### src/hdl/fsc_pkg.sv
package fsc_pkg;

	// ----------------------------------------
	// widths
	// ----------------------------------------
	localparam int IMG_WBITS = 12;
	localparam int IMG_HBITS = 12;
	localparam int DATA_W    = 32;
	localparam int ADDR_W    = 4;

	typedef enum logic {
		OP_READ  = 1'b0,
		OP_WRITE = 1'b1
	} host_op_e;

	// register map, indices 11 to 15 unused
	typedef enum logic [ADDR_W-1:0] {
		REG_CTRL        = 4'd0,
		REG_S1_SIZE     = 4'd1,
		REG_S1_WIN_POS  = 4'd2,
		REG_S1_WIN_SIZE = 4'd3,
		REG_S1_DST_POS  = 4'd4,
		REG_S1_DST_SIZE = 4'd5,
		REG_S2_SIZE     = 4'd6,
		REG_S2_WIN_POS  = 4'd7,
		REG_S2_WIN_SIZE = 4'd8,
		REG_S2_DST_POS  = 4'd9,
		REG_S2_DST_SIZE = 4'd10
	} reg_addr_e;

	typedef enum logic [1:0] {
		PS_IDLE     = 2'd0,
		PS_ACK      = 2'd1,
		PS_WAIT_LOW = 2'd2
	} port_state_e;

	typedef enum logic [1:0] {
		LAYER_S0 = 2'd0,
		LAYER_S1 = 2'd1,
		LAYER_S2 = 2'd2
	} layer_e;

	// ----------------------------------------
	// structs
	// ----------------------------------------
	typedef struct packed {
		host_op_e          op;
		reg_addr_e         addr;
		logic [DATA_W-1:0] wdata;
	} host_req_t;

	typedef struct packed {
		logic [IMG_WBITS-1:0] width;
		logic [IMG_HBITS-1:0] height;
		logic [IMG_WBITS-1:0] win_left;
		logic [IMG_HBITS-1:0] win_top;
		logic [IMG_WBITS-1:0] win_width;
		logic [IMG_HBITS-1:0] win_height;
		logic [IMG_WBITS-1:0] dst_left;
		logic [IMG_HBITS-1:0] dst_top;
		logic [IMG_WBITS-1:0] dst_width;
		logic [IMG_HBITS-1:0] dst_height;
	} stream_geom_t;

	typedef struct packed {
		logic soft_resetn;
		logic display_cfging;
	} ctrl_t;

	typedef struct packed {
		logic [IMG_WBITS-1:0] x;
		logic [IMG_HBITS-1:0] y;
		layer_e               layer;
		logic [IMG_WBITS-1:0] src_x;
		logic [IMG_HBITS-1:0] src_y;
		logic                 frame_start;
		logic                 line_end;
		logic                 frame_end;
	} pix_t;

	// source size set, every other field zero
	function automatic stream_geom_t geom_default(input int w, input int h);
		stream_geom_t g;
		g = '0;
		g.width = IMG_WBITS'(w);
		g.height = IMG_HBITS'(h);
		return g;
	endfunction

endpackage
### src/hdl/fsc_top.sv
`timescale 1ns/100ps

module fsc_top
	import fsc_pkg::*;
#(
	parameter int IMG_WDEF = 320,
	parameter int IMG_HDEF = 240
) (
	input  logic              i_clk,
	input  logic              i_resetn,
	input  logic              i_host_req_valid,
	input  host_req_t         i_host_req,
	output logic              o_host_ack,
	output logic [DATA_W-1:0] o_host_rdata,
	input  logic              i_fsync,
	output logic              o_fsync,
	output logic              o_soft_resetn,
	output logic              o_pix_valid,
	output pix_t              o_pix,
	input  logic              i_pix_ready
);

	// ----------------------------------------
	// internal nets
	// ----------------------------------------
	logic                 rd_en;
	logic                 wr_en;
	reg_addr_e            addr;
	logic [DATA_W-1:0]    wdata;
	logic [DATA_W-1:0]    rd_data;
	ctrl_t                ctrl;
	stream_geom_t         pend_s1;
	stream_geom_t         pend_s2;
	stream_geom_t         act_s1;
	stream_geom_t         act_s2;
	logic                 fsync_commit;
	logic                 raster_valid;
	logic [IMG_WBITS-1:0] raster_x;
	logic [IMG_HBITS-1:0] raster_y;
	logic                 raster_frame_start;
	logic                 raster_line_end;
	logic                 raster_frame_end;
	logic                 stall;

	// both pipeline stages hold while the sink is not ready
	assign stall = o_pix_valid && !i_pix_ready;
	assign o_fsync = fsync_commit;

	fsc_host_port i_host_port (
		.i_clk       (i_clk),
		.i_resetn    (i_resetn),
		.i_req_valid (i_host_req_valid),
		.i_req       (i_host_req),
		.o_ack       (o_host_ack),
		.o_rdata     (o_host_rdata),
		.o_rd_en     (rd_en),
		.o_wr_en     (wr_en),
		.o_addr      (addr),
		.o_wdata     (wdata),
		.i_rd_data   (rd_data)
	);

	fsc_regbank #(
		.IMG_WDEF (IMG_WDEF),
		.IMG_HDEF (IMG_HDEF)
	) i_regbank (
		.i_clk     (i_clk),
		.i_resetn  (i_resetn),
		.i_rd_en   (rd_en),
		.i_wr_en   (wr_en),
		.i_addr    (addr),
		.i_wdata   (wdata),
		.o_rd_data (rd_data),
		.o_ctrl    (ctrl),
		.o_pend_s1 (pend_s1),
		.o_pend_s2 (pend_s2)
	);

	fsc_frame_commit #(
		.IMG_WDEF (IMG_WDEF),
		.IMG_HDEF (IMG_HDEF)
	) i_frame_commit (
		.i_clk          (i_clk),
		.i_resetn       (i_resetn),
		.i_fsync        (i_fsync),
		.i_ctrl         (ctrl),
		.i_pend_s1      (pend_s1),
		.i_pend_s2      (pend_s2),
		.o_fsync_commit (fsync_commit),
		.o_soft_resetn  (o_soft_resetn),
		.o_act_s1       (act_s1),
		.o_act_s2       (act_s2)
	);

	fsc_raster #(
		.IMG_WDEF (IMG_WDEF),
		.IMG_HDEF (IMG_HDEF)
	) i_raster (
		.i_clk         (i_clk),
		.i_resetn      (i_resetn),
		.i_start       (fsync_commit),
		.i_enable      (o_soft_resetn),
		.i_stall       (stall),
		.o_valid       (raster_valid),
		.o_x           (raster_x),
		.o_y           (raster_y),
		.o_frame_start (raster_frame_start),
		.o_line_end    (raster_line_end),
		.o_frame_end   (raster_frame_end)
	);

	fsc_layer_sel #(
		.IMG_WDEF (IMG_WDEF),
		.IMG_HDEF (IMG_HDEF)
	) i_layer_sel (
		.i_clk         (i_clk),
		.i_resetn      (i_resetn),
		.i_valid       (raster_valid),
		.i_x           (raster_x),
		.i_y           (raster_y),
		.i_frame_start (raster_frame_start),
		.i_line_end    (raster_line_end),
		.i_frame_end   (raster_frame_end),
		.i_stall       (stall),
		.i_act_s1      (act_s1),
		.i_act_s2      (act_s2),
		.o_valid       (o_pix_valid),
		.o_pix         (o_pix)
	);

endmodule

### src/hdl/fsc_layer_sel.sv
`timescale 1ns/100ps

module fsc_layer_sel
	import fsc_pkg::*;
#(
	parameter int IMG_WDEF = 320,
	parameter int IMG_HDEF = 240
) (
	input  logic                 i_clk,
	input  logic                 i_resetn,
	input  logic                 i_valid,
	input  logic [IMG_WBITS-1:0] i_x,
	input  logic [IMG_HBITS-1:0] i_y,
	input  logic                 i_frame_start,
	input  logic                 i_line_end,
	input  logic                 i_frame_end,
	input  logic                 i_stall,
	input  stream_geom_t         i_act_s1,
	input  stream_geom_t         i_act_s2,
	output logic                 o_valid,
	output pix_t                 o_pix
);

	// stream 0 fills the output frame one to one
	localparam stream_geom_t S0_GEOM = '{
		width:      IMG_WBITS'(IMG_WDEF),
		height:     IMG_HBITS'(IMG_HDEF),
		win_width:  IMG_WBITS'(IMG_WDEF),
		win_height: IMG_HBITS'(IMG_HDEF),
		dst_width:  IMG_WBITS'(IMG_WDEF),
		dst_height: IMG_HBITS'(IMG_HDEF),
		default:    '0
	};

	layer_e       sel_layer;
	stream_geom_t sel_geom;
	pix_t         next_pix;

	// left and top edges inside, right and bottom edges outside
	function automatic logic geom_hit(input stream_geom_t g,
					  input logic [IMG_WBITS-1:0] x,
					  input logic [IMG_HBITS-1:0] y);
		logic [IMG_WBITS:0] x_end;
		logic [IMG_HBITS:0] y_end;
		x_end = {1'b0, g.dst_left} + {1'b0, g.dst_width};
		y_end = {1'b0, g.dst_top} + {1'b0, g.dst_height};
		return (x >= g.dst_left) && ({1'b0, x} < x_end) &&
		       (y >= g.dst_top) && ({1'b0, y} < y_end);
	endfunction

	// ----------------------------------------
	// priority select, s2 over s1 over s0
	// ----------------------------------------
	always_comb begin
		if (geom_hit(i_act_s2, i_x, i_y)) begin
			sel_layer = LAYER_S2;
			sel_geom = i_act_s2;
		end else if (geom_hit(i_act_s1, i_x, i_y)) begin
			sel_layer = LAYER_S1;
			sel_geom = i_act_s1;
		end else begin
			sel_layer = LAYER_S0;
			sel_geom = S0_GEOM;
		end
	end

	always_comb begin
		next_pix.x = i_x;
		next_pix.y = i_y;
		next_pix.layer = sel_layer;
		// window origin plus offset into the destination, no scaling
		next_pix.src_x = sel_geom.win_left + (i_x - sel_geom.dst_left);
		next_pix.src_y = sel_geom.win_top + (i_y - sel_geom.dst_top);
		next_pix.frame_start = i_frame_start;
		next_pix.line_end = i_line_end;
		next_pix.frame_end = i_frame_end;
	end

	always_ff @(posedge i_clk) begin
		if (!i_resetn)
			o_valid <= 1'b0;
		else if (!i_stall)
			o_valid <= i_valid;
	end

	always_ff @(posedge i_clk) begin
		if (!i_stall && i_valid)
			o_pix <= next_pix;
	end

endmodule

### src/hdl/fsc_raster.sv
`timescale 1ns/100ps

module fsc_raster
	import fsc_pkg::*;
#(
	parameter int IMG_WDEF = 320,
	parameter int IMG_HDEF = 240
) (
	input  logic                 i_clk,
	input  logic                 i_resetn,
	input  logic                 i_start,
	input  logic                 i_enable,
	input  logic                 i_stall,
	output logic                 o_valid,
	output logic [IMG_WBITS-1:0] o_x,
	output logic [IMG_HBITS-1:0] o_y,
	output logic                 o_frame_start,
	output logic                 o_line_end,
	output logic                 o_frame_end
);

	logic running;
	logic last_x;
	logic last_y;

	assign last_x = (o_x == IMG_WBITS'(IMG_WDEF - 1));
	assign last_y = (o_y == IMG_HBITS'(IMG_HDEF - 1));

	assign o_valid = running;
	assign o_frame_start = (o_x == '0) && (o_y == '0);
	assign o_line_end = last_x;
	assign o_frame_end = last_x && last_y;

	always_ff @(posedge i_clk) begin
		if (!i_resetn) begin
			running <= 1'b0;
			o_x <= '0;
			o_y <= '0;
		end else if (!i_enable) begin
			// scan-out held idle under soft reset
			running <= 1'b0;
		end else if (i_start) begin
			running <= 1'b1;
			o_x <= '0;
			o_y <= '0;
		end else if (running && !i_stall) begin
			if (last_x) begin
				o_x <= '0;
				if (last_y)
					running <= 1'b0;
				else
					o_y <= o_y + 1'b1;
			end else begin
				o_x <= o_x + 1'b1;
			end
		end
	end

endmodule

### src/hdl/fsc_frame_commit.sv
`timescale 1ns/100ps

module fsc_frame_commit
	import fsc_pkg::*;
#(
	parameter int IMG_WDEF = 320,
	parameter int IMG_HDEF = 240
) (
	input  logic         i_clk,
	input  logic         i_resetn,
	input  logic         i_fsync,
	input  ctrl_t        i_ctrl,
	input  stream_geom_t i_pend_s1,
	input  stream_geom_t i_pend_s2,
	output logic         o_fsync_commit,
	output logic         o_soft_resetn,
	output stream_geom_t o_act_s1,
	output stream_geom_t o_act_s2
);

	logic fsync_s;
	logic fsync_d;
	logic fsync_rise;

	// ----------------------------------------
	// frame sync edge
	// ----------------------------------------
	always_ff @(posedge i_clk) begin
		if (!i_resetn) begin
			fsync_s <= 1'b0;
			fsync_d <= 1'b0;
		end else begin
			fsync_s <= i_fsync;
			fsync_d <= fsync_s;
		end
	end

	assign fsync_rise = fsync_s && !fsync_d;

	always_ff @(posedge i_clk) begin
		if (!i_resetn) begin
			o_fsync_commit <= 1'b0;
			o_soft_resetn <= 1'b0;
		end else begin
			o_fsync_commit <= fsync_rise;
			o_soft_resetn <= i_ctrl.soft_resetn;
		end
	end

	// ----------------------------------------
	// shadow copy
	// ----------------------------------------
	// geometry only moves at a frame boundary, and not while the host
	// is halfway through a set of updates
	always_ff @(posedge i_clk) begin
		if (!i_resetn) begin
			o_act_s1 <= geom_default(IMG_WDEF, IMG_HDEF);
			o_act_s2 <= geom_default(IMG_WDEF, IMG_HDEF);
		end else if (fsync_rise && !i_ctrl.display_cfging) begin
			o_act_s1 <= i_pend_s1;
			o_act_s2 <= i_pend_s2;
		end
	end

endmodule

### src/hdl/fsc_regbank.sv
`timescale 1ns/100ps

module fsc_regbank
	import fsc_pkg::*;
#(
	parameter int IMG_WDEF = 320,
	parameter int IMG_HDEF = 240
) (
	input  logic              i_clk,
	input  logic              i_resetn,
	input  logic              i_rd_en,
	input  logic              i_wr_en,
	input  reg_addr_e         i_addr,
	input  logic [DATA_W-1:0] i_wdata,
	output logic [DATA_W-1:0] o_rd_data,
	output ctrl_t             o_ctrl,
	output stream_geom_t      o_pend_s1,
	output stream_geom_t      o_pend_s2
);

	// width in the upper half word, height in the lower
	localparam int W_LSB = 16;
	localparam int H_LSB = 0;

	logic [DATA_W-1:0] rd_mux;
	logic              s1_sel;
	logic              s2_sel;
	logic [2:0]        s1_idx;
	logic [2:0]        s2_idx;

	// ----------------------------------------
	// register layout helpers
	// ----------------------------------------
	function automatic logic [DATA_W-1:0] pack_pair(input logic [IMG_WBITS-1:0] w,
							 input logic [IMG_HBITS-1:0] h);
		logic [DATA_W-1:0] word;
		word = '0;
		word[W_LSB +: IMG_WBITS] = w;
		word[H_LSB +: IMG_HBITS] = h;
		return word;
	endfunction

	// idx is the register offset within one stream block
	function automatic logic [DATA_W-1:0] geom_word(input stream_geom_t g,
							 input logic [2:0] idx);
		case (idx)
			3'd0: return pack_pair(g.width, g.height);
			3'd1: return pack_pair(g.win_left, g.win_top);
			3'd2: return pack_pair(g.win_width, g.win_height);
			3'd3: return pack_pair(g.dst_left, g.dst_top);
			3'd4: return pack_pair(g.dst_width, g.dst_height);
			default: return '0;
		endcase
	endfunction

	function automatic stream_geom_t geom_update(input stream_geom_t g,
						    input logic [2:0] idx,
						    input logic [DATA_W-1:0] d);
		logic [IMG_WBITS-1:0] w;
		logic [IMG_HBITS-1:0] h;
		stream_geom_t         n;
		w = d[W_LSB +: IMG_WBITS];
		h = d[H_LSB +: IMG_HBITS];
		n = g;
		case (idx)
			3'd0: begin
				n.width = w;
				n.height = h;
			end
			3'd1: begin
				n.win_left = w;
				n.win_top = h;
			end
			3'd2: begin
				n.win_width = w;
				n.win_height = h;
			end
			3'd3: begin
				n.dst_left = w;
				n.dst_top = h;
			end
			3'd4: begin
				n.dst_width = w;
				n.dst_height = h;
			end
			default: n = g;
		endcase
		return n;
	endfunction

	// ----------------------------------------
	// address decode
	// ----------------------------------------
	assign s1_sel = (i_addr >= REG_S1_SIZE) && (i_addr <= REG_S1_DST_SIZE);
	assign s2_sel = (i_addr >= REG_S2_SIZE) && (i_addr <= REG_S2_DST_SIZE);
	assign s1_idx = 3'(i_addr - REG_S1_SIZE);
	assign s2_idx = 3'(i_addr - REG_S2_SIZE);

	always_ff @(posedge i_clk) begin
		if (!i_resetn) begin
			o_ctrl <= '0;
			o_pend_s1 <= geom_default(IMG_WDEF, IMG_HDEF);
			o_pend_s2 <= geom_default(IMG_WDEF, IMG_HDEF);
		end else if (i_wr_en) begin
			if (i_addr == REG_CTRL) begin
				o_ctrl.soft_resetn <= i_wdata[0];
				o_ctrl.display_cfging <= i_wdata[1];
			end
			if (s1_sel)
				o_pend_s1 <= geom_update(o_pend_s1, s1_idx, i_wdata);
			if (s2_sel)
				o_pend_s2 <= geom_update(o_pend_s2, s2_idx, i_wdata);
		end
	end

	// readback, unused bits and indices as zero
	always_comb begin
		rd_mux = '0;
		if (i_addr == REG_CTRL)
			rd_mux = DATA_W'({o_ctrl.display_cfging, o_ctrl.soft_resetn});
		else if (s1_sel)
			rd_mux = geom_word(o_pend_s1, s1_idx);
		else if (s2_sel)
			rd_mux = geom_word(o_pend_s2, s2_idx);
	end

	assign o_rd_data = i_rd_en ? rd_mux : '0;

endmodule

### src/hdl/fsc_host_port.sv
`timescale 1ns/100ps

module fsc_host_port
	import fsc_pkg::*;
(
	input  logic              i_clk,
	input  logic              i_resetn,
	input  logic              i_req_valid,
	input  host_req_t         i_req,
	output logic              o_ack,
	output logic [DATA_W-1:0] o_rdata,
	output logic              o_rd_en,
	output logic              o_wr_en,
	output reg_addr_e         o_addr,
	output logic [DATA_W-1:0] o_wdata,
	input  logic [DATA_W-1:0] i_rd_data
);

	port_state_e state;
	logic        accept;

	// req sampled while idle starts one handshake
	assign accept = (state == PS_IDLE) && i_req_valid;

	// one strobe per handshake, in the sampling cycle
	assign o_rd_en = accept && (i_req.op == OP_READ);
	assign o_wr_en = accept && (i_req.op == OP_WRITE);

	// host holds request fields until it sees ack
	assign o_addr = i_req.addr;
	assign o_wdata = i_req.wdata;

	always_ff @(posedge i_clk) begin
		if (!i_resetn) begin
			state <= PS_IDLE;
			o_ack <= 1'b0;
		end else begin
			case (state)
				PS_IDLE: begin
					if (i_req_valid) begin
						state <= PS_ACK;
						o_ack <= 1'b1;
					end
				end
				PS_ACK: begin
					state <= PS_WAIT_LOW;
				end
				PS_WAIT_LOW: begin
					// drop ack once req has gone low
					if (!i_req_valid) begin
						state <= PS_IDLE;
						o_ack <= 1'b0;
					end
				end
				default: begin
					state <= PS_IDLE;
					o_ack <= 1'b0;
				end
			endcase
		end
	end

	// read data held for the whole ack phase
	always_ff @(posedge i_clk) begin
		if (o_rd_en)
			o_rdata <= i_rd_data;
	end

endmodule

### config.mk
export PLATFORM = sky130hd
export DESIGN_NAME = fsc_top
export DESIGN_NICKNAME = d
export VERILOG_FILES = /design/src/hdl/fsc_pkg.sv /design/src/hdl/fsc_top.sv /design/src/hdl/fsc_layer_sel.sv /design/src/hdl/fsc_raster.sv /design/src/hdl/fsc_frame_commit.sv /design/src/hdl/fsc_regbank.sv /design/src/hdl/fsc_host_port.sv
export SDC_FILE = /design/constraint.sdc
export NUM_CORES = 1
export LEC_CHECK = 0
export BUFFER_PORTS_ARGS = -buffer_cell sky130_fd_sc_hd__buf_2
export CORE_MARGIN = 4
export CORE_UTILIZATION = 50
export DETAILED_ROUTE_END_ITERATION = 7
export PLACE_DENSITY_LB_ADDON = 0.08
export SLEW_MARGIN = 20
export SYNTH_ARGS = -nofsm -noshare
export SYNTH_HDL_FRONTEND = slang
export SYNTH_SLANG_ARGS = --single-unit
### constraint.sdc
create_clock -name i_clk -period 6.95 [get_ports i_clk]
set_input_delay 0.3475 -clock i_clk [delete_from_list [all_inputs] [get_ports i_clk]]
set_output_delay 0.3475 -clock i_clk [all_outputs]
set_load 0.01 [all_outputs]
==> results of run 1 <==
==> layout by cell type (no fill, tap or decap), drive strengths merged, types with 23 or more instances in the layout <==
cell    synthesis  routed
a22oi          65      65
nand3          44      44
clkbuf        158      78
a21boi        354     354
edfxtp         77      77
fa             26      26
dfxtp         419     419
a21oi          83      83
nand2         815     815
nor2          109     109
buf            49     199
ha            170     170
nor2b          43      43
xor2           37      37
inv            89      92
nor3           23      23
mux2i          58      58
o21ai          87      87
xnor2          43      43
==> per-layer routing <==
| metal | GRT usage | routed length (µm) | up-vias |
|---|---|---|---|
| li1 | - | - | 10480 |
| met1 | 0.4130 | 38040 | 10390 |
| met2 | 0.3997 | 33510 | 731 |
| met3 | 0.04787 | 5667 | 113 |
| met4 | 0.07254 | 2031 | 0 |
| met5 | 0 | 0 | - |
==> layout make-up <==
class                      count  share of cell area
tap                          680             0.02877
clock inverter                22            0.009394
sequential                   496              0.3619
inverter                      89             0.01134
clock buffer                  77             0.05315
multi-input combinational   2235              0.4914
timing repair buffer         201             0.04405
==> state kept, by name, summed over array words and instances (netlist names), 2 cells and up <==
register and count:
i_frame_commit.o_act_s1 72, i_frame_commit.o_act_s2 72, i_host_port.o_rdata 24, i_host_port.state 2, i_layer_sel.o_pix 53, i_raster.o_x 12, i_raster.o_y 12, i_regbank.o_ctrl 2
i_regbank.o_pend_s1 120, i_regbank.o_pend_s2 120
==> report_power, final <==
part / internal, mW / switching, mW / leakage (nW)
clock network: 1.76 / 1.22 / 0.906
registers: 2.92 / 0.0114 / 4.06
logic: 0.0895 / 0.202 / 6.01
total: 4.77 / 1.44 / 11.0
==> what timing repair did <==
item | CTS | global route
setup endpoints to repair | 1 | 10
hold buffers | 1 | 0
buffers inserted | 0 | 7
hold endpoints to repair | 1 | 0
cloned | 0 | 1
gates resized for setup | 1 | 50
pin swaps | 0 | 18
==> worst max-delay path, delay by kind of cell, from the launching register on <==
family	cells	cell delay, ns
compound gates	13	2.62
simple gates	5	1.01
buf+inv	2	0.33
fa+ha+maj	5	1.68
flops	1	0.32
xor+xnor	3	0.48
==> cell usage after synthesis, types with 58 or more instances <==
cell type                  instances
sky130_fd_sc_hd__ha_1            170
sky130_fd_sc_hd__mux2i_1          58
sky130_fd_sc_hd__inv_1            89
sky130_fd_sc_hd__a21boi_0        354
sky130_fd_sc_hd__a22oi_1          65
sky130_fd_sc_hd__nand2_1         814
sky130_fd_sc_hd__o21ai_0          85
sky130_fd_sc_hd__clkbuf_1        157
sky130_fd_sc_hd__a21oi_1          83
sky130_fd_sc_hd__nor2_1          108
sky130_fd_sc_hd__edfxtp_1         77
sky130_fd_sc_hd__dfxtp_1         419
==> stage by stage <==
step	setup TNS (ns)	setup slack (ns)	power [mW]	hold WS [ns]	utilization
6_report	0	0.2221	6.210	0.08595	0.5740
5_1_grt	-0.07280	-0.07276	6.385	0.09168	0.5740
4_1_cts	0	0.009670	6.239	0.05493	0.5677
3_5_place_dp	-0.03167	-0.03167	3.282	0.4551	0.5316
3_3_place_gp	0	0.1715	3.279	0.4484	0.5311
2_1_floorplan	0	0.7136	3.192	0.4398	-
==> cell families (layout without fill, tap and decap cells) <==
logic type,Yosys count,after routing,share of synthesized area
fa+ha+maj,196,196,0.1012
simple gates,1124,1124,0.1800
compound gates,753,753,0.2067
flops,496,496,0.4092
xor+xnor,80,80,0.02679
buf+inv,296,389,0.04646
mux,74,74,0.02952
other cells,1,8,0.0001434
==> worst max path at each step <==
stage / start / end / slack [ns]
6_report: i_frame_commit.o_act_s2[12] / i_layer_sel.o_pix[26] / 0.22
3_3_place_gp: i_frame_commit.o_act_s2[0] / i_layer_sel.o_pix[26] / 0.17
2_1_floorplan: i_frame_commit.o_act_s2[24] / i_layer_sel.o_pix[26] / 0.71
3_5_place_dp: i_frame_commit.o_act_s2[12] / i_layer_sel.o_pix[26] / -0.03
4_1_cts: i_frame_commit.o_act_s2[12] / i_layer_sel.o_pix[14] / 0.01
5_1_grt: i_frame_commit.o_act_s2[0] / i_layer_sel.o_pix[26] / -0.07
==> key figures, run 1 <==
Outcome
  – Run status: finished, final reports clean

Layout
  – Register area: 10700 µm²
  – Area growth from synthesis to layout: 13.07%
  – Post-layout nets: 3314
  – Post-layout instance area: 29570 µm²
  – Area of the multi-input gates: 14530 µm²
  – Filler Cell Count: 4748
  – Antenna cell count: 0
  – Share of final-layout standard cells stronger than drive strength 1: 0.1160
  – Filler-free cell count of the finished design: 3800

Routing
  – Post-DR wirelength/cell: 20.86 µm
  – Number of iterations in the first detailed-routing pass: 5
  – Per-cell via count in the routed design: 5.715
  – First-iteration detailed-routing DRC count: 1955
  – Remaining antenna violation count: 0
  – DRC Markers: 0
  – Total vias in the final route: 21720
  – Routed wire length: 79.25 mm

Floorplan
  – Starting utilization of the core area: 0.5077
  – Standard cell core area: 51510 µm²
  – Ports placed on the boundary: 131
  – Site Rows: 83
  – Total Die Area: 56020 µm²
  – Floorplan die width: 236.7 µm
  – Die Ht: 236.7 µm

CTS
  – Clock tree root driver cell: sky130_fd_sc_hd__clkbuf_16
  – Clock transition at the registers of the reported paths: 0.06 ns
  – CTS HTree Levels: 2
  – Total clock sinks: 496
  – Maximum buffer depth of the clock tree: 3
  – TritonCTS clock tree: done
  – Clock Latency Late Sink: 0.63 ns
  – Inserted Clock Buffers: 53

Worst setup path
  – Critical R2R Launch: i_frame_commit.o_act_s2[12]
  – Worst reg2reg path endpoint: i_layer_sel.o_pix[26]
  – CP required: 7.29 ns
  – Data arrival time of the critical path: 7.07 ns
  – Maximum net fanout on the critical path: 10
  – Type of origin of the critical path: flip-flop
  – Master of the slowest instance on the critical path: sky130_fd_sc_hd__fa_1
  – Biggest cell delay along the critical path: 0.56 ns
  – Reg2Reg Setup Slack: 0.22 ns
  – CP Capture Type: flip-flop
  – Crit Path Category: flip-flop to flip-flop
  – Cells on worst reg2reg path: 28

Worst hold path
  – Hold Path Cell Cnt: 3
  – End of the worst hold path: i_layer_sel.o_valid
  – Hold path startpoint: i_pix_ready
  – Classification of the worst-slack hold path: input port to flip-flop

Global route
  – Number of antenna violations at the first check in global routing: 0
  – Overall track demand over capacity in global routing: 0.2721
  – First-pass GRT wire length: 120.6 mm
  – Vias in the first global route: 20390
  – Pin count of the biggest net entering global routing: 251
  – GRT Residual Overflow: 0

STA
  – Crit share post-route: 0.9680
  – Count of endpoints failing setup in the final report: 0
  – Final Hold Fails: 0
  – Highest clock frequency the design can meet: 148.6 MHz
  – Headroom to the max-slew limit: 0.2246
  – Final Max Slew Viols: 0
  – Layout Skew: 0.02305 ns
  – Minimum clock period: 6.728 ns
  – Transition at the pin with the smallest max-transition slack: 1.160 ns

Run
  – Number of max-cap violations: 0

Placed design
  – Placed instance area: 27380 µm²
  – Placed insts: 3690
  – Routability Congestion: 0.9223
  – Quantity of I/O buffers inserted on ports: 114
  – Detailed placement HPWL: 55.54 mm

Synthesis
  – Seq/Total Area, Yosys: 0.4092
  – Most instantiated flip-flop cell in the synthesis netlist: sky130_fd_sc_hd__dfxtp_1
  – Cells after Synth: 3020
  – Area share of the leading cell type in the synthesized netlist: 0.3208
  – Number of enable flip-flop cells after synthesis: 77
  – Number of distinct library cells after synthesis: 83
  – Largest area contributor in the synthesized netlist: sky130_fd_sc_hd__dfxtp_1
  – Fraction of registers with async set or reset after synthesis: 0
  – Total of warnings raised by yosys: 0
  – Largest cells by area after synthesis: sky130_fd_sc_hd__dfxtp_1 32%, sky130_fd_sc_hd__nand2_1 12%, sky130_fd_sc_hd__a21boi_0 10%, sky130_fd_sc_hd__edfxtp_1 8.8%, sky130_fd_sc_hd__ha_1 8.1%
  – Average size of a mapped cell: 8.659 µm²
  – Post-synth design cell area: 26150 µm²
  – Seq cells post-synth: 496

Pwr
  – PwrDens: 210.0 nW/µm²
  – Maximum vdd drop: 0.2257 mV
  – Pleak: 10.97 nW
Power figures use the tool's default switching activity.
==> run 2, diff against run 1 <==
==> constraint.sdc (replaced) <==
create_clock -name i_clk -period 6.06 [get_ports i_clk]
set_input_delay 0.303 -clock i_clk [delete_from_list [all_inputs] [get_ports i_clk]]
set_output_delay 0.303 -clock i_clk [all_outputs]
set_load 0.01 [all_outputs]
==> run 2 against run 1 <==
Net effect: the run now ends with setup timing left; non-clock buffer count up 87; via count up 2.5%; sequential power grew 15%; count of clock-buffer cells in the layout up 7; critical path type unchanged; largest power group is now registers.
==> key figures, run 2 (same netlist as run 1, synthesis figures left out) <==
STA
  – Final Hold Fails: 0 (unchanged)
  – Headroom to the max-slew limit: 0.2279 (+0.003331)
  – Final Max Slew Viols: 0 (unchanged)
  – Setup TNS after final layout: -1.529 ns (-1.529 ns)
  – RSZ-0062 raised after global routing: true
  – Fin worst setup slack: -0.3514 ns (-0.5735 ns)
  – Count of endpoints failing setup in the final report: 9 (+9)
  – Highest clock frequency the design can meet: 156.0 MHz (+4.9%)
  – Minimum clock period: 6.411 ns (-0.3165 ns)
  – Post-route worst hold slack: 0.04991 ns (-0.03604 ns)
  – Crit share post-route: 1.058 (+0.08994)
  – Layout Skew: 0.01553 ns (-0.007512 ns)
  – Transition at the pin with the smallest max-transition slack: 1.158 ns (-0.002186 ns)

Outcome
  – Run status: finished with violations
  – Failing checks: setup timing

Layout
  – Share of final-layout standard cells stronger than drive strength 1: 0.1476 (+0.03156)
  – Filler Cell Count: 4721 (-0.57%)
  – Utilization after layout: 0.5881 (+0.01404)
  – Leading cell type in the layout, fill and taps excluded: sky130_fd_sc_hd__nand2_1
  – Post-layout nets: 3401 (+2.6%)
  – Most frequent cells in the layout: 813 x sky130_fd_sc_hd__nand2_1, 417 x sky130_fd_sc_hd__dfxtp_1, 352 x sky130_fd_sc_hd__a21boi_0
  – Area growth from synthesis to layout: 15.83%
  – Leading registers by flop count: i_regbank.o_pend_s1 (120), i_regbank.o_pend_s2 (120)
  – Filler-free cell count of the finished design: 3886 (+2.3%)

Worst hold path
  – Classification of the worst-slack hold path: input port to flip-flop

Global route
  – GRT Residual Overflow: 0 (unchanged)
  – First-pass GRT wire length: 124.8 mm (+3.4%)
  – Number of antenna violations at the first check in global routing: 2 (+2)
  – Pin count of the biggest net entering global routing: 145 (-42%)
  – Overall track demand over capacity in global routing: 0.2809 (+0.008828)
  – Vias in the first global route: 21180 (+3.9%)

Floorplan
  – Starting utilization of the core area: 0.5077 (unchanged)
  – Total Die Area: 56020 µm² (unchanged)
  – Ports placed on the boundary: 131 (unchanged)
  – Standard cell core area: 51510 µm² (unchanged)
  – Site Rows: 83 (unchanged)
  – Floorplan die width: 236.7 µm (unchanged)
  – Die Ht: 236.7 µm (unchanged)

Routing
  – Routed wire length: 82.14 mm (+3.6%)
  – Total vias in the final route: 22270 (+2.5%)
  – DRC Markers: 0 (unchanged)
  – Number of iterations in the first detailed-routing pass: 7 (+2)
  – Per-cell via count in the routed design: 5.730 (+0.26%)
  – Post-DR wirelength/cell: 21.14 µm (+1.4%)
  – Remaining antenna violation count: 0 (unchanged)
  – First-iteration detailed-routing DRC count: 2069 (+5.8%)

Worst setup path
  – Critical R2R Launch: i_frame_commit.o_act_s2[24]
  – Logic depth of the worst setup path including buffers: 31 (+11%)
  – Crit path buf inv count: 4 (+2)
  – Crit Path Category: flip-flop to flip-flop
  – Data arrival time of the critical path: 6.74 ns (-0.33 ns)
  – Maximum net fanout on the critical path: 6 (-4)
  – Critical path startpoint: i_frame_commit.o_act_s2[24]
  – CP Capture Type: flip-flop
  – Cells on worst reg2reg path: 31 (+11%)
  – Type of origin of the critical path: flip-flop
  – Biggest cell delay along the critical path: 0.60 ns (+0.04 ns)
  – CP required: 6.39 ns (-0.90 ns)
  – Family of cells with the greatest summed delay on the critical path: compound AO/OA/AOI/OAI gates
  – Worst reg2reg path endpoint: i_layer_sel.o_pix[26]
  – Master of the slowest instance on the critical path: sky130_fd_sc_hd__fa_1
  – Reg2Reg Setup Slack: -0.35 ns (-0.57 ns)
  – CP endpoint: i_layer_sel.o_pix[26]

CTS
  – Inserted Clock Buffers: 53 (unchanged)
  – Clock transition at the registers of the reported paths: 0.06 ns (about the same)
  – Clock tree root driver cell: sky130_fd_sc_hd__clkbuf_16
  – Maximum buffer depth of the clock tree: 3 (unchanged)
  – TritonCTS clock tree: done
  – Total clock sinks: 496 (unchanged)
  – CTS HTree Levels: 2 (unchanged)
  – Clock Latency Late Sink: 0.60 ns (-0.03 ns)

Pwr
  – Maximum vdd drop: 0.1960 mV (-13%)
  – PwrDens: 227.7 nW/µm² (+8.4%)
  – Overall power of the completed layout: 6.898 mW (+11%)
  – Pleak: 11.36 nW (+3.6%)

Placed design
  – Quantity of I/O buffers inserted on ports: 114 (unchanged)
  – Placed insts: 3771 (+2.2%)
  – Routability Congestion: 0.9365 (+1.5%)
  – Detailed placement HPWL: 57.82 mm (+4.1%)

Run
  – Number of max-cap violations: 0 (unchanged)
## run 2: cell types whose count changed in the layout (fill, tap and decap cells not counted), sizes merged
cell      change
clkbuf        +7
diode         +1
clkinvlp      -2
bufbuf        +1
bufinv        -4
clkinv        +1
inv           -4
buf          +86
## run 2: worst min-delay path by stage
stage | from | end | slack [ns] | depth (start not counted)
global placement | i_regbank.o_pend_s1[101] | i_regbank.o_pend_s1[101] | 0.45 | 2
finish | i_pix_ready | i_layer_sel.o_valid | 0.05 | 3
CTS | i_pix_ready | i_layer_sel.o_valid | 0.02 | 3
detailed placement | i_regbank.o_pend_s1[103] | i_regbank.o_pend_s1[103] | 0.46 | 2
global route | i_pix_ready | i_layer_sel.o_valid | 0.05 | 3
floorplan | i_fsync | i_frame_commit.fsync_s | 0.43 | 1
## run 2: routing by layer
metal  share of wire  vias to the layer above  track usage  wire, µm
li1                -                    10650            -         -
met1            0.48                    10690       0.4266     39290
met2            0.43                      787       0.4202     35180
met3           0.069                      129      0.03843      5697
met4           0.024                        2      0.07590      1962
met5        0.000085                        -            0         7
## run 2: stage by stage
stage | area, µm² | setup WS (ns)
4_1_cts | 30070 | -0.3310
3_5_place_dp | 28020 | -0.5860
5_1_grt | 30290 | -0.6350
6_report | 30290 | -0.3514
3_3_place_gp | 28020 | -0.4178
2_1_floorplan | 26220 | -0.01490
## run 2: what timing repair did
action / CTS / global route
setup buffers: 12 / 5
pin swaps: 50 / 44
endpoints found under the setup margin: 15 / 15
gates resized for setup: 57 / 32
hold buffers: 1 / 0
gates cloned: 1 / 0
hold endpoints to repair: 1 / 0
## run 2: cell type report
cell class	instances	area [µm²]	share of cell area
Timing Repair Buffer	288	1996	0.06588
Multi-Input combinational cell	2235	14700	0.4853
Antenna cell	1	2.502	0.00008261
Sequential cell	496	10700	0.3533
Clock inverter	13	131.4	0.004337
Tap cell	680	850.8	0.02809
Clock buffer	84	1574	0.05196
Inverter	89	335.3	0.01107
## run 2: worst reg2reg max path: cells and delay by family (launching register included)
| kind | cells | cell delay (ns) |
|---|---|---|
| fa+ha+maj | 5 | 1.40 |
| xor+xnor | 3 | 0.46 |
| flops | 1 | 0.34 |
| compound gates | 13 | 2.78 |
| buf+inv | 4 | 0.60 |
| simple gates | 6 | 0.57 |
## run 2: power by group
group | internal (mW) | switching, mW
Combinational | 0.107 | 0.236
Clock | 1.82 | 1.36
Sequential | 3.35 | 0.0130
Total | 5.29 | 1.61
==> run 3, diff against run 2 <==
--- a/config.mk
+++ b/config.mk
@@ -7,7 +7,7 @@
 export LEC_CHECK = 0
 export BUFFER_PORTS_ARGS = -buffer_cell sky130_fd_sc_hd__buf_2
 export CORE_MARGIN = 4
-export CORE_UTILIZATION = 50
+export CORE_UTILIZATION = 38
 export DETAILED_ROUTE_END_ITERATION = 7
 export PLACE_DENSITY_LB_ADDON = 0.08
 export SLEW_MARGIN = 20
==> run 3 against run 2 <==
Net effect: the run still ends with setup timing left; total power increased by 1.5%; worst hold slack got worse by 0.0041 ns; register-to-register slack gained 0.10 ns; flip-flop and latch count is the same; largest cell class unchanged; utilization decreased by 13 points; critical path depth decreased by 1; sequential share of layout area shrank 0.74 points; sequential power hardly changed; largest power group unchanged.
==> key figures, run 3 (same netlist as run 1, synthesis figures left out) <==
Outcome
  – Failing checks: setup timing
  – Run status: finished with violations

Floorplan
  – Standard cell core area: 67630 µm² (+31%)
  – Floorplan die width: 270.3 µm (+14%)
  – Die Ht: 270.3 µm (+14%)
  – Ports placed on the boundary: 131 (unchanged)
  – Starting utilization of the core area: 0.3867 (-0.1210)
  – Total Die Area: 73080 µm² (+30%)
  – Site Rows: 95 (+14%)

Layout
  – Post-layout nets: 3443 (+1.2%)
  – Leading registers by flop count: i_regbank.o_pend_s1 (120), i_regbank.o_pend_s2 (120)
  – Most frequent cells in the layout: 812 x sky130_fd_sc_hd__nand2_1, 414 x sky130_fd_sc_hd__dfxtp_1, 353 x sky130_fd_sc_hd__a21boi_0
  – Leading cell type in the layout, fill and taps excluded: sky130_fd_sc_hd__nand2_1
  – Filler-free cell count of the finished design: 4125 (+6.2%)
  – Share of final-layout standard cells stronger than drive strength 1: 0.1630 (+0.01544)
  – Area growth from synthesis to layout: 18.37%

Routing
  – Routed wire length: 88.28 mm (+7.5%)
  – Post-DR wirelength/cell: 21.40 µm (+1.2%)
  – DRC Markers: 0 (unchanged)
  – Remaining antenna violation count: 0 (unchanged)
  – Number of iterations in the first detailed-routing pass: 5 (-2)
  – First-iteration detailed-routing DRC count: 1787 (-14%)
  – Per-cell via count in the routed design: 5.384 (-6.0%)
  – Total vias in the final route: 22210 (-0.25%)

Pwr
  – Maximum vdd drop: 0.1998 mV (+1.9%)
  – PwrDens: 226.2 nW/µm² (-0.66%)
  – Pleak: 11.61 nW (+2.1%)

CTS
  – Clock tree root driver cell: sky130_fd_sc_hd__clkbuf_16
  – TritonCTS clock tree: done
  – CTS HTree Levels: 2 (unchanged)
  – Clock transition at the registers of the reported paths: 0.06 ns (about the same)
  – Total clock sinks: 496 (unchanged)
  – Clock Latency Late Sink: 0.63 ns (+0.03 ns)
  – Inserted Clock Buffers: 54 (+1.9%)
  – Maximum buffer depth of the clock tree: 3 (unchanged)

STA
  – Highest clock frequency the design can meet: 158.4 MHz (+1.6%)
  – Fin worst setup slack: -0.2518 ns (+0.09953 ns)
  – Transition at the pin with the smallest max-transition slack: 1.162 ns (+0.003521 ns)
  – Post-route worst hold slack: 0.04582 ns (-0.004087 ns)
  – Headroom to the max-slew limit: 0.2256 (-0.002348)
  – Minimum clock period: 6.312 ns (-0.09953 ns)
  – Layout Skew: 0.01279 ns (-0.002741 ns)
  – Final Max Slew Viols: 0 (unchanged)
  – RSZ-0062 raised after global routing: true
  – Crit share post-route: 1.042 (-0.01642)
  – Final Hold Fails: 0 (unchanged)
  – Count of endpoints failing setup in the final report: 5 (-4)

Global route
  – Overall track demand over capacity in global routing: 0.2336 (-0.04734)
  – Global-route met1 utilization: 0.3563 (-0.07026)
  – First-pass GRT wire length: 133.8 mm (+7.2%)
  – Met3 Usage GRT: 0.03598 (-0.002457)
  – GRT Residual Overflow: 0 (unchanged)
  – Number of antenna violations at the first check in global routing: 2 (unchanged)
  – Met2 Resource Use GR: 0.3453 (-0.07487)
  – Busiest metal layer after global routing: met1
  – Pin count of the biggest net entering global routing: 130 (-10%)
  – Vias in the first global route: 21340 (+0.76%)

Placed design
  – Quantity of I/O buffers inserted on ports: 114 (unchanged)
  – Detailed placement HPWL: 62.93 mm (+8.8%)
  – Placed insts: 3978 (+5.5%)
  – Routability Congestion: 0.9055 (-3.3%)
  – Pre-CTS setup slack: -0.4952 ns (+0.09082 ns)

Worst setup path
  – Crit path buf inv count: 3 (-1)
  – Maximum net fanout on the critical path: 5 (-1)
  – Crit Path Category: flip-flop to flip-flop
  – Type of origin of the critical path: flip-flop
  – CP Capture Type: flip-flop
  – Biggest cell delay along the critical path: 0.57 ns (-0.03 ns)
  – Family of cells with the greatest summed delay on the critical path: compound AO/OA/AOI/OAI gates
  – CP required: 6.39 ns (about the same)
  – Data arrival time of the critical path: 6.64 ns (-0.10 ns)
  – Master of the slowest instance on the critical path: sky130_fd_sc_hd__fa_1
  – Reg2Reg Setup Slack: -0.25 ns (+0.10 ns)

Run
  – Number of max-cap violations: 0 (unchanged)

Worst hold path
  – Classification of the worst-slack hold path: input port to flip-flop
run 3: cell count changes in the layout (fill, tap and decap cells not counted), sizes merged:
cell,delta
clkinvlp,+1
clkinv,+5
clkbuf,-2
buf,+41
bufbuf,-1
dlygate4sd3,+1
inv,+1
run 3: layout make-up:
cell class	instances	area (µm²)
inverters	89	336.6
diodes	1	2.502
clock buffers	82	1589
clock inverters	20	173.9
fillers	6592	36680
repair buffers	329	2318
multi-input cells	2235	14740
well taps	873	1092
flip-flops and latches	496	10710
run 3: path summary, 6_finish.rpt:
check                                                 to                        from  cells after the start
worst min-delay path             i_regbank.o_pend_s2[55]               i_host_req[7]                      3
worst max register to register     i_layer_sel.o_pix[14]  i_frame_commit.o_act_s2[0]                     30
worst min register to register  i_regbank.o_pend_s1[106]    i_regbank.o_pend_s1[106]                      2
worst max-delay path               i_layer_sel.o_pix[14]  i_frame_commit.o_act_s2[0]                     30
run 3: routing by layer:
layer	part of all wire	routed length (µm)
met5	0.000079	7
met4	0.022	1914
met3	0.060	5287
met2	0.42	37010
met1	0.50	44060
run 3: per-stage QoR:
stage | power, mW | cell area [µm²] | TNS, ns | utilization
global placement | 3.776 | 28370 | -2.086 | 0.4195
detailed placement | 3.778 | 28370 | -3.631 | 0.4195
finish | 7.003 | 30950 | -0.8670 | 0.4577
CTS | 7.078 | 30590 | -1.091 | 0.4523
floorplan | 3.661 | 26220 | -0.02538 | -
global route | 7.239 | 30950 | -3.070 | 0.4577
run 3: worst register-to-register path, delay by kind of cell (launching register included):
| kind | cells | cell delay, ns |
|---|---|---|
| flip-flops | 1 | 0.33 |
| AND/OR/NAND/NOR | 7 | 1.47 |
| XOR/XNOR | 3 | 0.45 |
| buffers and inverters | 3 | 0.40 |
| adder cells (fa/ha/maj) | 4 | 1.17 |
| AO/OA/AOI/OAI | 13 | 2.20 |
run 3: what timing repair did:
item,CTS,global route
resized for setup,64,38
pin swaps,44,51
setup endpoints to repair,13,17
cloned,0,1
hold endpoints to repair,2,0
setup buffers,30,12
hold buffers,2,0
run 3: where the power goes:
group	leakage, nW	internal [mW]	switching (mW)
combinational	6.68	0.112	0.245
clock	0.863	1.86	1.42
sequential	4.06	3.35	0.0120
total	11.6	5.32	1.68
